## src/common/turfio_bus_pkg.sv

```systemverilog
package turfio_bus_pkg;

    // byte-addressed wishbone target port
    typedef logic [11:0] wb_adr_t;
    typedef logic [31:0] wb_dat_t;

    // byte address inside one 64-byte slot
    typedef logic [5:0] slot_adr_t;

    // address map
    // bit 11 picks the register core, bits 8:6 pick a SURF slot
    localparam int SLOT_SEL_LSB = 6;
    localparam int SLOT_SEL_W   = 3;
    localparam int REGS_SEL_BIT = 11;

    // register core offsets
    localparam slot_adr_t REG_CONTROL = 6'h00;
    localparam slot_adr_t REG_DISABLE = 6'h04;
    localparam slot_adr_t REG_RUNCMD  = 6'h08;
    localparam slot_adr_t REG_TRIG    = 6'h0C;
    localparam slot_adr_t REG_FW      = 6'h10;
    localparam slot_adr_t REG_STATUS  = 6'h14;

    // per-SURF slot offsets
    localparam slot_adr_t SREG_EVENTS  = 6'h00;
    localparam slot_adr_t SREG_DROPPED = 6'h04;
    localparam slot_adr_t SREG_FRAMES  = 6'h08;

endpackage

```

## src/common/turfio_cmd_pkg.sv

```systemverilog
package turfio_cmd_pkg;

    typedef logic [31:0] cmd_word_t;
    typedef logic [1:0]  runcmd_t;
    typedef logic [14:0] trig_adr_t;
    typedef logic [7:0]  fw_byte_t;
    typedef logic [1:0]  fw_mark_t;

    localparam runcmd_t RUN_IDLE  = 2'd0;
    localparam runcmd_t RUN_START = 2'd1;
    localparam runcmd_t RUN_STOP  = 2'd2;
    localparam runcmd_t RUN_RESET = 2'd3;

    // command word layout
    // bits 31:29 are reserved and pass through
    localparam int CMD_RUNCMD_LSB     = 0;
    localparam int CMD_TRIG_VALID_BIT = 2;
    localparam int CMD_TRIG_ADR_LSB   = 3;
    localparam int CMD_FW_VALID_BIT   = 18;
    localparam int CMD_FW_BYTE_LSB    = 19;
    localparam int CMD_FW_MARK_LSB    = 27;

    // readout side
    localparam int NUM_SURF = 7;
    typedef logic [NUM_SURF-1:0] surf_vec_t;

    typedef logic [15:0] event_num_t;

    // event high, event low, trigger address high, trigger address low
    localparam int FRAME_BYTES = 4;

endpackage

```

## src/common/wb_if.sv

```systemverilog
interface wb_if;
    import turfio_bus_pkg::*;

    logic    cyc;
    logic    stb;
    logic    we;
    wb_adr_t adr;
    wb_dat_t dat_w;
    wb_dat_t dat_r;
    logic    ack;

    // ack is a single-cycle pulse one cycle after cyc and stb
    modport master (
        output cyc, stb, we, adr, dat_w,
        input  dat_r, ack
    );

    modport target (
        input  cyc, stb, we, adr, dat_w,
        output dat_r, ack
    );

endinterface

```

## src/hdl/wb_fanout.sv

```systemverilog
module wb_fanout (
    input  logic                    sysclk_i,
    input  logic                    rst_i,
    input  logic                    wb_cyc_i,
    input  logic                    wb_stb_i,
    input  logic                    wb_we_i,
    input  turfio_bus_pkg::wb_adr_t wb_adr_i,
    input  turfio_bus_pkg::wb_dat_t wb_dat_i,
    output turfio_bus_pkg::wb_dat_t wb_dat_o,
    output logic                    wb_ack_o,
    wb_if.master                    regs_o,
    wb_if.master                    surf_o [turfio_cmd_pkg::NUM_SURF]
);
    import turfio_bus_pkg::*;
    import turfio_cmd_pkg::*;

    logic                  regs_sel;
    logic [SLOT_SEL_W-1:0] slot;
    logic                  empty_sel;
    logic                  empty_ack;
    wb_dat_t               surf_dat [NUM_SURF];
    surf_vec_t             surf_ack;

    // request is held until ack, so the live address also selects the return path
    assign regs_sel  = wb_adr_i[REGS_SEL_BIT];
    assign slot      = wb_adr_i[SLOT_SEL_LSB +: SLOT_SEL_W];
    assign empty_sel = !regs_sel && (slot >= NUM_SURF);

    assign regs_o.cyc   = wb_cyc_i;
    assign regs_o.stb   = wb_stb_i && regs_sel;
    assign regs_o.we    = wb_we_i;
    assign regs_o.adr   = wb_adr_i;
    assign regs_o.dat_w = wb_dat_i;

    for (genvar i = 0; i < NUM_SURF; i++) begin : g_slot
        assign surf_o[i].cyc   = wb_cyc_i;
        assign surf_o[i].stb   = wb_stb_i && !regs_sel && (slot == i);
        assign surf_o[i].we    = wb_we_i;
        assign surf_o[i].adr   = wb_adr_i;
        assign surf_o[i].dat_w = wb_dat_i;
        assign surf_dat[i]     = surf_o[i].dat_r;
        assign surf_ack[i]     = surf_o[i].ack;
    end

    // unpopulated slot answers on its own
    always_ff @(posedge sysclk_i) begin
        if (rst_i) begin
            empty_ack <= 1'b0;
        end else begin
            empty_ack <= wb_cyc_i && wb_stb_i && empty_sel && !empty_ack;
        end
    end

    always_comb begin
        if (regs_sel) begin
            wb_ack_o = regs_o.ack;
            wb_dat_o = regs_o.dat_r;
        end else if (empty_sel) begin
            wb_ack_o = empty_ack;
            wb_dat_o = '0;
        end else begin
            wb_ack_o = surf_ack[slot];
            wb_dat_o = surf_dat[slot];
        end
    end

    // whichever target answers, ack follows a request by one cycle
    a_ack_follows_req: assert property (@(posedge sysclk_i) disable iff (rst_i)
        wb_ack_o |-> $past(wb_cyc_i && wb_stb_i));

endmodule

```

## src/hdl/surfturf_regs.sv

```systemverilog
module surfturf_regs (
    input  logic                       sysclk_i,
    input  logic                       rst_i,
    wb_if.target                       wb,
    output logic                       event_reset_o,
    output turfio_cmd_pkg::surf_vec_t  disable_o,
    output turfio_cmd_pkg::runcmd_t    runcmd_o,
    output logic                       runcmd_valid_o,
    input  logic                       runcmd_ready_i,
    output turfio_cmd_pkg::trig_adr_t  trig_o,
    output logic                       trig_valid_o,
    input  logic                       trig_ready_i,
    output turfio_cmd_pkg::fw_byte_t   fw_o,
    output turfio_cmd_pkg::fw_mark_t   fw_mark_o,
    output logic                       fw_valid_o,
    input  logic                       fw_ready_i,
    input  logic                       fw_marked_i
);
    import turfio_bus_pkg::*;
    import turfio_cmd_pkg::*;

    logic       req;
    logic       wr_en;
    slot_adr_t  reg_adr;
    logic       load_runcmd;
    logic       load_trig;
    logic       load_fw;
    logic [2:0] pending;
    logic [2:0] ready;
    logic [7:0] marked_count;

    assign req     = wb.cyc && wb.stb && !wb.ack;
    assign wr_en   = req && wb.we;
    assign reg_adr = wb.adr[SLOT_SEL_LSB-1:0];

    // a write to a stream that is still pending is dropped
    assign load_runcmd = wr_en && (reg_adr == REG_RUNCMD) && !runcmd_valid_o;
    assign load_trig   = wr_en && (reg_adr == REG_TRIG) && !trig_valid_o;
    assign load_fw     = wr_en && (reg_adr == REG_FW) && !fw_valid_o;

    // same order as the status bits
    assign pending = {runcmd_valid_o, trig_valid_o, fw_valid_o};
    assign ready   = {runcmd_ready_i, trig_ready_i, fw_ready_i};

    always_ff @(posedge sysclk_i) begin
        if (rst_i) begin
            wb.ack         <= 1'b0;
            event_reset_o  <= 1'b0;
            disable_o      <= '0;
            runcmd_valid_o <= 1'b0;
            trig_valid_o   <= 1'b0;
            fw_valid_o     <= 1'b0;
            marked_count   <= '0;
        end else begin
            wb.ack        <= req;
            event_reset_o <= wr_en && (reg_adr == REG_CONTROL) && wb.dat_w[0];
            if (wr_en && (reg_adr == REG_DISABLE)) begin
                disable_o <= wb.dat_w[NUM_SURF-1:0];
            end
            if (runcmd_valid_o && runcmd_ready_i) begin
                runcmd_valid_o <= 1'b0;
            end else if (load_runcmd) begin
                runcmd_valid_o <= 1'b1;
            end
            if (trig_valid_o && trig_ready_i) begin
                trig_valid_o <= 1'b0;
            end else if (load_trig) begin
                trig_valid_o <= 1'b1;
            end
            if (fw_valid_o && fw_ready_i) begin
                fw_valid_o <= 1'b0;
            end else if (load_fw) begin
                fw_valid_o <= 1'b1;
            end
            if (fw_marked_i) begin
                marked_count <= marked_count + 1'b1;
            end
        end
    end

    // stream payloads and read data
    always_ff @(posedge sysclk_i) begin
        if (load_runcmd) begin
            runcmd_o <= wb.dat_w[$bits(runcmd_t)-1:0];
        end
        if (load_trig) begin
            trig_o <= wb.dat_w[$bits(trig_adr_t)-1:0];
        end
        if (load_fw) begin
            fw_o      <= wb.dat_w[7:0];
            fw_mark_o <= wb.dat_w[9:8];
        end
        case (reg_adr)
            REG_DISABLE: wb.dat_r <= wb_dat_t'(disable_o);
            REG_STATUS:  wb.dat_r <= {16'd0, marked_count, 5'd0, pending};
            default:     wb.dat_r <= '0;
        endcase
    end

    // once raised, a stream valid only drops through a transfer
    a_valid_held: assert property (@(posedge sysclk_i) disable iff (rst_i)
        ($past(pending) & ~pending & ~$past(ready)) == 3'b000);

endmodule

```

## src/cmd_splice/turfio_cmd_splice.sv

```systemverilog
module turfio_cmd_splice (
    input  logic                      sysclk_i,
    input  logic                      rst_i,
    input  turfio_cmd_pkg::cmd_word_t command_i,
    input  logic                      command_valid_i,
    input  logic                      command_locked_i,
    input  turfio_cmd_pkg::runcmd_t   runcmd_i,
    input  logic                      runcmd_valid_i,
    output logic                      runcmd_ready_o,
    input  turfio_cmd_pkg::trig_adr_t trig_i,
    input  logic                      trig_valid_i,
    output logic                      trig_ready_o,
    input  turfio_cmd_pkg::fw_byte_t  fw_i,
    input  turfio_cmd_pkg::fw_mark_t  fw_mark_i,
    input  logic                      fw_valid_i,
    output logic                      fw_ready_o,
    output logic                      fw_marked_o,
    output turfio_cmd_pkg::cmd_word_t spliced_o,
    output logic                      spliced_valid_o
);
    import turfio_cmd_pkg::*;

    logic      accept;
    cmd_word_t merged;

    // every queued stream moves only with a live command word
    assign accept         = command_valid_i && command_locked_i;
    assign runcmd_ready_o = accept;
    assign trig_ready_o   = accept;
    assign fw_ready_o     = accept;

    always_comb begin
        merged = command_i;
        if (runcmd_valid_i) begin
            merged[CMD_RUNCMD_LSB +: $bits(runcmd_t)] = runcmd_i;
        end
        if (trig_valid_i) begin
            merged[CMD_TRIG_VALID_BIT]                    = 1'b1;
            merged[CMD_TRIG_ADR_LSB +: $bits(trig_adr_t)] = trig_i;
        end
        if (fw_valid_i) begin
            merged[CMD_FW_VALID_BIT]                    = 1'b1;
            merged[CMD_FW_BYTE_LSB +: $bits(fw_byte_t)] = fw_i;
            merged[CMD_FW_MARK_LSB +: $bits(fw_mark_t)] = fw_mark_i;
        end
    end

    always_ff @(posedge sysclk_i) begin
        if (rst_i) begin
            spliced_valid_o <= 1'b0;
            fw_marked_o     <= 1'b0;
        end else begin
            spliced_valid_o <= accept;
            fw_marked_o     <= accept && fw_valid_i && (fw_mark_i != '0);
        end
    end

    always_ff @(posedge sysclk_i) begin
        if (accept) begin
            spliced_o <= merged;
        end
    end

    // no output word without an input word the cycle before
    a_valid_from_cmd: assert property (@(posedge sysclk_i) disable iff (rst_i)
        spliced_valid_o |-> $past(command_valid_i));

endmodule

```

## src/surf/surf_channel.sv

```systemverilog
module surf_channel (
    input  logic                      sysclk_i,
    input  logic                      rst_i,
    wb_if.target                      wb,
    input  turfio_cmd_pkg::cmd_word_t spliced_i,
    input  logic                      spliced_valid_i,
    input  logic                      event_reset_i,
    input  logic                      disable_i,
    output logic [7:0]                m_tdata_o,
    output logic                      m_tvalid_o,
    output logic                      m_tlast_o,
    input  logic                      m_tready_i
);
    import turfio_bus_pkg::*;
    import turfio_cmd_pkg::*;

    typedef enum logic {IDLE, SEND} send_state_t;

    send_state_t                      state;
    logic [$clog2(FRAME_BYTES)-1:0]   byte_idx;
    logic [7:0]                       frame [FRAME_BYTES];
    logic                             running;
    event_num_t                       event_num;
    event_num_t                       dropped;
    event_num_t                       frames;
    runcmd_t                          runcmd;
    trig_adr_t                        trig_adr;
    logic                             take_trig;
    logic                             load;
    logic                             drop;
    logic                             clear;
    logic                             xfer;
    slot_adr_t                        reg_adr;

    assign runcmd   = spliced_i[CMD_RUNCMD_LSB +: $bits(runcmd_t)];
    assign trig_adr = spliced_i[CMD_TRIG_ADR_LSB +: $bits(trig_adr_t)];

    // numbering advances even when disabled so channels stay aligned
    assign take_trig = spliced_valid_i && spliced_i[CMD_TRIG_VALID_BIT] && running;
    assign load      = take_trig && !disable_i && (state == IDLE);
    assign drop      = take_trig && !disable_i && (state == SEND);
    assign clear     = event_reset_i || (spliced_valid_i && (runcmd == RUN_RESET));

    assign m_tvalid_o = (state == SEND);
    assign m_tlast_o  = m_tvalid_o && (byte_idx == FRAME_BYTES - 1);
    assign m_tdata_o  = frame[byte_idx];
    assign xfer       = m_tvalid_o && m_tready_i;
    assign reg_adr    = wb.adr[SLOT_SEL_LSB-1:0];

    always_ff @(posedge sysclk_i) begin
        if (rst_i) begin
            state     <= IDLE;
            byte_idx  <= '0;
            running   <= 1'b0;
            event_num <= '0;
            dropped   <= '0;
            frames    <= '0;
            wb.ack    <= 1'b0;
        end else begin
            wb.ack <= wb.cyc && wb.stb && !wb.ack;
            if (spliced_valid_i && (runcmd == RUN_START)) begin
                running <= 1'b1;
            end else if (spliced_valid_i && (runcmd == RUN_STOP)) begin
                running <= 1'b0;
            end
            if (clear) begin
                event_num <= '0;
                dropped   <= '0;
                frames    <= '0;
            end else begin
                if (take_trig) event_num <= event_num + 1'b1;
                if (drop) dropped <= dropped + 1'b1;
                if (xfer && m_tlast_o) frames <= frames + 1'b1;
            end
            case (state)
                IDLE: begin
                    if (load) begin
                        state    <= SEND;
                        byte_idx <= '0;
                    end
                end
                SEND: begin
                    if (xfer) begin
                        byte_idx <= byte_idx + 1'b1;
                        if (m_tlast_o) state <= IDLE;
                    end
                end
            endcase
        end
    end

    // frame buffer and counter readback
    always_ff @(posedge sysclk_i) begin
        if (load) begin
            frame[0] <= event_num[15:8];
            frame[1] <= event_num[7:0];
            frame[2] <= {1'b0, trig_adr[14:8]};
            frame[3] <= trig_adr[7:0];
        end
        case (reg_adr)
            SREG_EVENTS:  wb.dat_r <= wb_dat_t'(event_num);
            SREG_DROPPED: wb.dat_r <= wb_dat_t'(dropped);
            SREG_FRAMES:  wb.dat_r <= wb_dat_t'(frames);
            default:      wb.dat_r <= '0;
        endcase
    end

endmodule

```

## src/hdl/surfturf_top.sv

```systemverilog
module surfturf_top (
    input  logic                                sysclk_i,
    input  logic                                rst_i,
    input  logic                                wb_cyc_i,
    input  logic                                wb_stb_i,
    input  logic                                wb_we_i,
    input  turfio_bus_pkg::wb_adr_t             wb_adr_i,
    input  turfio_bus_pkg::wb_dat_t             wb_dat_i,
    output turfio_bus_pkg::wb_dat_t             wb_dat_o,
    output logic                                wb_ack_o,
    input  turfio_cmd_pkg::cmd_word_t           command_i,
    input  logic                                command_valid_i,
    input  logic                                command_locked_i,
    output turfio_cmd_pkg::cmd_word_t           spliced_o,
    output logic                                spliced_valid_o,
    output logic [turfio_cmd_pkg::NUM_SURF-1:0][7:0] m_tdata_o,
    output turfio_cmd_pkg::surf_vec_t           m_tvalid_o,
    output turfio_cmd_pkg::surf_vec_t           m_tlast_o,
    input  turfio_cmd_pkg::surf_vec_t           m_tready_i
);
    import turfio_cmd_pkg::*;

    wb_if regs_bus ();
    wb_if surf_bus [NUM_SURF] ();

    logic      event_reset;
    surf_vec_t disable_mask;
    runcmd_t   runcmd;
    logic      runcmd_valid;
    logic      runcmd_ready;
    trig_adr_t trig;
    logic      trig_valid;
    logic      trig_ready;
    fw_byte_t  fw;
    fw_mark_t  fw_mark;
    logic      fw_valid;
    logic      fw_ready;
    logic      fw_marked;

    wb_fanout u_fanout (
        .sysclk_i (sysclk_i),
        .rst_i    (rst_i),
        .wb_cyc_i (wb_cyc_i),
        .wb_stb_i (wb_stb_i),
        .wb_we_i  (wb_we_i),
        .wb_adr_i (wb_adr_i),
        .wb_dat_i (wb_dat_i),
        .wb_dat_o (wb_dat_o),
        .wb_ack_o (wb_ack_o),
        .regs_o   (regs_bus),
        .surf_o   (surf_bus)
    );

    surfturf_regs u_regs (
        .sysclk_i       (sysclk_i),
        .rst_i          (rst_i),
        .wb             (regs_bus),
        .event_reset_o  (event_reset),
        .disable_o      (disable_mask),
        .runcmd_o       (runcmd),
        .runcmd_valid_o (runcmd_valid),
        .runcmd_ready_i (runcmd_ready),
        .trig_o         (trig),
        .trig_valid_o   (trig_valid),
        .trig_ready_i   (trig_ready),
        .fw_o           (fw),
        .fw_mark_o      (fw_mark),
        .fw_valid_o     (fw_valid),
        .fw_ready_i     (fw_ready),
        .fw_marked_i    (fw_marked)
    );

    turfio_cmd_splice u_splice (
        .sysclk_i         (sysclk_i),
        .rst_i            (rst_i),
        .command_i        (command_i),
        .command_valid_i  (command_valid_i),
        .command_locked_i (command_locked_i),
        .runcmd_i         (runcmd),
        .runcmd_valid_i   (runcmd_valid),
        .runcmd_ready_o   (runcmd_ready),
        .trig_i           (trig),
        .trig_valid_i     (trig_valid),
        .trig_ready_o     (trig_ready),
        .fw_i             (fw),
        .fw_mark_i        (fw_mark),
        .fw_valid_i       (fw_valid),
        .fw_ready_o       (fw_ready),
        .fw_marked_o      (fw_marked),
        .spliced_o        (spliced_o),
        .spliced_valid_o  (spliced_valid_o)
    );

    // every channel sees the same spliced word
    for (genvar i = 0; i < NUM_SURF; i++) begin : g_surf
        surf_channel u_surf (
            .sysclk_i        (sysclk_i),
            .rst_i           (rst_i),
            .wb              (surf_bus[i]),
            .spliced_i       (spliced_o),
            .spliced_valid_i (spliced_valid_o),
            .event_reset_i   (event_reset),
            .disable_i       (disable_mask[i]),
            .m_tdata_o       (m_tdata_o[i]),
            .m_tvalid_o      (m_tvalid_o[i]),
            .m_tlast_o       (m_tlast_o[i]),
            .m_tready_i      (m_tready_i[i])
        );
    end

endmodule

```

## config.mk

```make
export PLATFORM = sky130hd
export DESIGN_NAME = surfturf_top
export DESIGN_NICKNAME = d
export VERILOG_FILES = /design/src/common/turfio_bus_pkg.sv /design/src/common/turfio_cmd_pkg.sv /design/src/common/wb_if.sv /design/src/hdl/wb_fanout.sv /design/src/hdl/surfturf_regs.sv /design/src/cmd_splice/turfio_cmd_splice.sv /design/src/surf/surf_channel.sv /design/src/hdl/surfturf_top.sv
export SDC_FILE = /design/constraint.sdc
export NUM_CORES = 1
export LEC_CHECK = 0
export CAP_MARGIN = 10
export CORE_MARGIN = 2
export CORE_UTILIZATION = 65
export CTS_CLUSTER_SIZE = 12
export DETAILED_ROUTE_END_ITERATION = 16
export DONT_BUFFER_PORTS = 1
export PLACE_DENSITY_LB_ADDON = 0.08
export SKIP_CTS_REPAIR_TIMING = 1
export SLEW_MARGIN = 0
export SYNTH_ARGS = -nofsm -noshare
export SYNTH_HDL_FRONTEND = slang
export SYNTH_SLANG_ARGS = --single-unit
```

## constraint.sdc

```tcl
create_clock -name sysclk_i -period 9.75 [get_ports sysclk_i]
set_input_delay 1.95 -clock sysclk_i [delete_from_list [all_inputs] [get_ports sysclk_i]]
set_output_delay 1.95 -clock sysclk_i [all_outputs]
set_load 0.02 [all_outputs]
```

======== Word-level counts from Yosys, hierarchy flattened ========
Memory sizes are Yosys's and may differ from the RTL's. A register that Yosys moved wholly into a read port is not among the register bits.
Index checks and enable logic that the tools add are counted.
word-level totals
  bits of input ports ..................... 90
  RAM bits ................................ 224
  logic and storage cells ................. 369
  output and inout port bits .............. 136
  flip-flop bits (word level) ............. 575
  memories ................................ 7
cells by class
  reductions and logical operators ........ 127
  bitwise gates (word level) .............. 8
  add/subtract/negate cells ............... 29
  mux-type cells .......................... 92
  magnitude comparators ................... 3
  equal/unequal tests ..................... 35
memory list
  name                    words  bits a word  rd ports  clocked after memory_dff  wr ports  line                RTL
  g_surf[0].u_surf.frame  4      8            1         1                         4         surf_channel.sv:21  logic [7:0] frame [FRAME_BYTES];
  g_surf[1].u_surf.frame  4      8            1         1                         4         surf_channel.sv:21
  g_surf[2].u_surf.frame  4      8            1         1                         4         surf_channel.sv:21
  g_surf[3].u_surf.frame  4      8            1         1                         4         surf_channel.sv:21
  g_surf[4].u_surf.frame  4      8            1         1                         4         surf_channel.sv:21
  g_surf[5].u_surf.frame  4      8            1         1                         4         surf_channel.sv:21
  1 more memories         n/a    n/a          n/a       n/a                       n/a       n/a
operators by type and width
  operator                                                         count
  16-bit by 1-bit adder with 16-bit output, second input constant  21
  16-bit one-hot mux with 3 select lines                           7
  32-bit 2-to-1 mux                                                4
  32-bit binary-select mux with 3-bit select                       1
  1-bit logical AND                                                91
  2-bit 2-to-1 mux                                                 29
  1-bit 2-to-1 mux                                                 33
  16-bit one-hot mux with 2 select lines                           1
  2-bit one-hot mux with 2 select lines                            7
  1-bit zero test                                                  20
  2-bit == test, second input constant                             9
  16-bit 2-to-1 mux                                                1
  2-bit by 1-bit adder with 2-bit output, second input constant    7
  2-bit by 1-bit != test with 1-bit output, second input constant  7
  2-bit != test, second input constant                             7
  1-bit one-hot mux with 2 select lines                            7
  2-bit AND reduction                                              7
  6-bit by 4-bit == test with 1-bit output, second input constant  2
  6-bit by 5-bit == test with 1-bit output, second input constant  2
  11-bit 2-to-1 mux                                                1
  3-bit == test, second input constant                             3
  8-bit by 1-bit adder with 8-bit output, second input constant    1
  2-bit OR reduction                                               4
  1-bit NOT                                                        7
  other kinds (13)                                                 15

======== Depth between registers and ports, before layout ========
  word-level depth ........................ 8
  gate-level depth with buffers ........... 8
  mapped depth without buffers ............ 5

======== Modules after synthesis ========
Synthesis repeated with hierarchy kept, for this count alone.
unflattened totals
  cell total of the unflattened synthesis .. 3945
  area total of the unflattened synthesis .. 40249.9 µm²
by module, submodules not included
  module                               area an instance (µm²)  cells an instance  instances
  surf_channel (g_surf[1].u_surf ...)  4450.5                  438                5
  surf_channel (g_surf[0].u_surf ...)  4614.4                  440                2
  wb_fanout                            5059.9                  624                1
  surfturf_regs                        2282.2                  178                1
  turfio_cmd_splice                    1426.4                  73                 1

======== Worst setup path before layout ========
OpenSTA, ideal clock, no wires.
  path type ............................... input to output
  start point ............................. input wb_adr_i[6]
  end point ............................... output wb_dat_o[10]
  path buffers ............................ 3
  stages on the path ...................... 7
  data arrival time ....................... 3.311 ns
  slack ................................... 4.489 ns
  cell sequence ........................... clkbuf_1 nand2b_1 clkbuf_1 clkbuf_1 o221ai_1 a21oi_1 a21oi_1
between the ends
  longest elaborated chain between the ends .. 6
  elaborated cells between the ends (all ways) .. 8
  those cells by class .................... order compare (1); mux (5); bitwise (1); reduce/logical (1)
ends and longest elaborated chain
  item                                                  line               RTL
  start: declaration                                    surfturf_top.sv:7  input turfio_bus_pkg::wb_adr_t wb_adr_i,
  3-bit NOT with 4-bit output (implied by the code)     wb_fanout.sv:63    wb_dat_o = surf_dat[slot];
  32-bit binary-select mux with 3-bit select            wb_fanout.sv:63
  32-bit 2-to-1 mux (implied by the code) (2 in a row)  wb_fanout.sv:63
  32-bit 2-to-1 mux *                                   wb_fanout.sv:58    end else if (empty_sel) begin
  32-bit 2-to-1 mux *                                   wb_fanout.sv:55    if (regs_sel) begin
  end: declaration                                      surfturf_top.sv:9  output turfio_bus_pkg::wb_dat_t wb_dat_o,
Every way passes the cells marked *; elsewhere a longest branch is shown, timed or not. The select of a mux whose other input is x is not followed.

======== Worst setup path after layout ========
  start point ............................. input wb_adr_i[6]
  end point ............................... output wb_dat_o[11]
Same word-level chain as after synthesis.

==> results.yml <==
setup_path:
  r2r_end: "g_surf[3].u_surf.dropped[15]"
  critPathTopFamily: "compound AO/OA/AOI/OAI gates"
  endpoint_kind: "output port"
  critPathKind: "in -> out"
  crit_top_cell: "a21oi_1"
  required_ps: 7800
  worstPathMaxFanout: 26
  cp-startpoint: "wb_adr_i[6]"
  reg2reg_depth: 6
  slowest_delay_ps: 800
  crit_path_start_kind: "input pin"
  crit_path_top_delay_cell: "nor2b_1"
  arrival_ps: 3670
  r2r_start: "u_splice.spliced_valid_o"
  path_cells: "nor2b_1, a22oi_1, a21oi_1, a21oi_1"
  r2r_slack_ps: 6350
  crit_buf_inv: 0
drt:
  antenna_left: 0
  wire_per_inst_um: 23.5
  post-route-drc-count: 0
  drtIter0Drc: 2479
  vias: 25300
  wirelength_um: 93000
  via_per_inst: 6.40
  first_pass_iters: 6
hold_path:
  hp-start: "g_surf[2].u_surf.wb.ack"
  worstHoldPathCells: 1
  min_path_type: "reg -> reg"
  hold_end: "g_surf[2].u_surf.wb.ack"
global_routing:
  antenna_found_initial: 8
  grt_usage_pct: 33.8
  grt_pass1_vias: 23800
  gr-total-overflow: 0
  grt_pass1_wl_um: 140000
  grt_max_degree: 185
die:
  die_y_um: 234
  die_w_um: 234
  pin_count: 226
  initial_utilization_pct: 65.5
  dieArea_mm2: 0.0547
  row_count: 84
  core_area_mm2: 0.0524
synth:
  ys_types: 59
  synth.avg_cell_area_um2: 10.5
  postSynthCellCount: 3287
  netlist_area_mm2: 0.0344
  yosysWarnings: 0
  ys_seq_area_share_pct: 54.9
  async_flop_share_pct: 0
  ys.flop_type: "dfxtp_1"
  synth_edf_count: 276
  synth-seq-cells: 805
timing:
  setup_violations: 0
  rsz0062_at_grt: "no"
  skew_ps: 22.6
  post-route-period-util_pct: 57.6
  post-route-min-period_ps: 5620
  slew_headroom_pct: 19.9
  finalMaxSlewViolations: 0
  hold_viol: 0
  layout_setup_ws_ps: 4130
  worstMarginPinSlew_ps: 1200
  fin_setup_tns_ps: 0
  clock.fmax_mhz: 178
final_layout:
  layout_commonest_cell: "dfxtp_1"
  nets: 3321
  syn2layout_area_growth_pct: 8.32
  fin_area_mm2: 0.0372
  final_layout_size_suffix_gt1_share_pct: 8.38
  layout_common_cells: "529 x dfxtp_1, 488 x nor2_1, 280 x a21oi_1"
clocking:
  cts_buffer_depth: 3
  htree_num_levels: 3
  path_clk_slew_ps: 60
  worst_skew_pair.late_latency_ps: 640
  cts_root_buffer: "clkbuf_16"
  clkSinkCount: 805
  cts_tree: "built"
  cts_inserted_buffers: 83
placed_design:
  pre_cts_ws_ps: 4250
  hpwl_um: 63300
  gp_congestion: 0.957
  io_buffers: 0
  place_area_mm2: 0.0346
status:
  run_status: "finished, final reports clean"
power:
  vdd_drop_max_uv: 148
  leakage_nw: 12.5
  powerDensity_mw_per_mm2: 179
run:
  maxCapViolations: 0
[worst reg2reg max path, stage by stage (launching register included)]
cell and delay (ps):
dfxtp_1 510, buf_4 420, nand3_2 530, buf_4 520, or3_1 630, or4_1 540
a21oi_1 160
[state kept, by name, indices dropped and copies added, names as in the netlist, 15 cells and up, named ones only]
| signal | flops |
|---|---|
| g_surf.u_surf.dropped | 112 |
| g_surf.u_surf.event_num | 112 |
| g_surf.u_surf.frame | 217 |
| g_surf.u_surf.frames | 112 |
| g_surf.u_surf.wb.dat_r | 112 |
| u_regs.trig_o | 15 |
| u_regs.wb.dat_r | 15 |
| u_splice.spliced_o | 32 |
[stage by stage]
step | hold slack [ps] | cells | power [mW] | util, %
finish | 412 | 3961 | 6.68 | 71.0
floorplan | 394 | 3302 | 3.69 | -
detailed placement | 410 | 3804 | 3.72 | 66.0
CTS | 415 | 3958 | 6.70 | 71.0
global route | 428 | 3959 | 6.86 | 71.0
global placement | 402 | 3804 | 3.72 | 66.0
[cells in the mapped netlist (all sizes together), types with 29 or more instances]
library cell  number  area share (%)
mux4              52             3.4
edfxtp           276              24
mux2i            181             5.3
xnor2            115             2.9
nor3              66            0.96
nand3            114             1.7
or4               35            0.78
nor2             489             5.3
and4              29            0.74
dfxtp            529              31
o21ai             74             1.1
or3               67             1.2
buf               77             1.3
and3              33            0.60
clkbuf           136             1.5
xor2              86             2.2
and2              30            0.55
nand2            167             1.8
ha                29             1.1
nand4            101             1.8
inv               69            0.75
a21oi            280             4.1
mux2              34             1.1
nor4              48            0.97
[metal layers]
metal  vias to the layer above  track usage (%)  wire, µm
met5                         -                0        34
met3                       268             7.13      6910
met1                     12400             41.5     35600
met4                         4             18.1      5470
li1                      11600                -         -
met2                      1034             56.2     45000
[final cells by class]
class	instances	area, µm²
clock buffers	136	2450
flip-flops and latches	805	18900
well taps	688	861
diodes	2	5.00
inverters	69	259
clock inverters	18	146
fillers	3715	15200
multi-input cells	2215	14400
repair buffers	28	226
[power by group]
group	internal, mW	switching [mW]
clock network	1.75	1.28
registers	3.48	0.0340
logic	0.0372	0.108
[worst max path at each step]
stage,endpoint,cells past startpoint
2_1_floorplan,wb_dat_o[10],7
3_3_place_gp,wb_dat_o[13],4
3_5_place_dp,wb_dat_o[11],4
4_1_cts,wb_dat_o[11],4
5_1_grt,wb_dat_o[11],4
6_report,wb_dat_o[11],4
[logic make-up (layout without fill, tap and decap cells)]
kind of cell             count (synthesis)  count (layout)  synth area share (%)
multiplexers                           267             267                  9.79
AND/OR/NAND/NOR                       1253            1253                  18.2
buffers and inverters                  282             251                  3.50
XOR/XNOR                               201             201                  5.12
other                                    1              18                0.0109
adder cells (fa/ha/maj)                 29              29                  1.06
flip-flops                             805             805                  54.9
AO/OA/AOI/OAI                          449             449                  7.42
No activity file was read; power rests on OpenSTA's default activity.
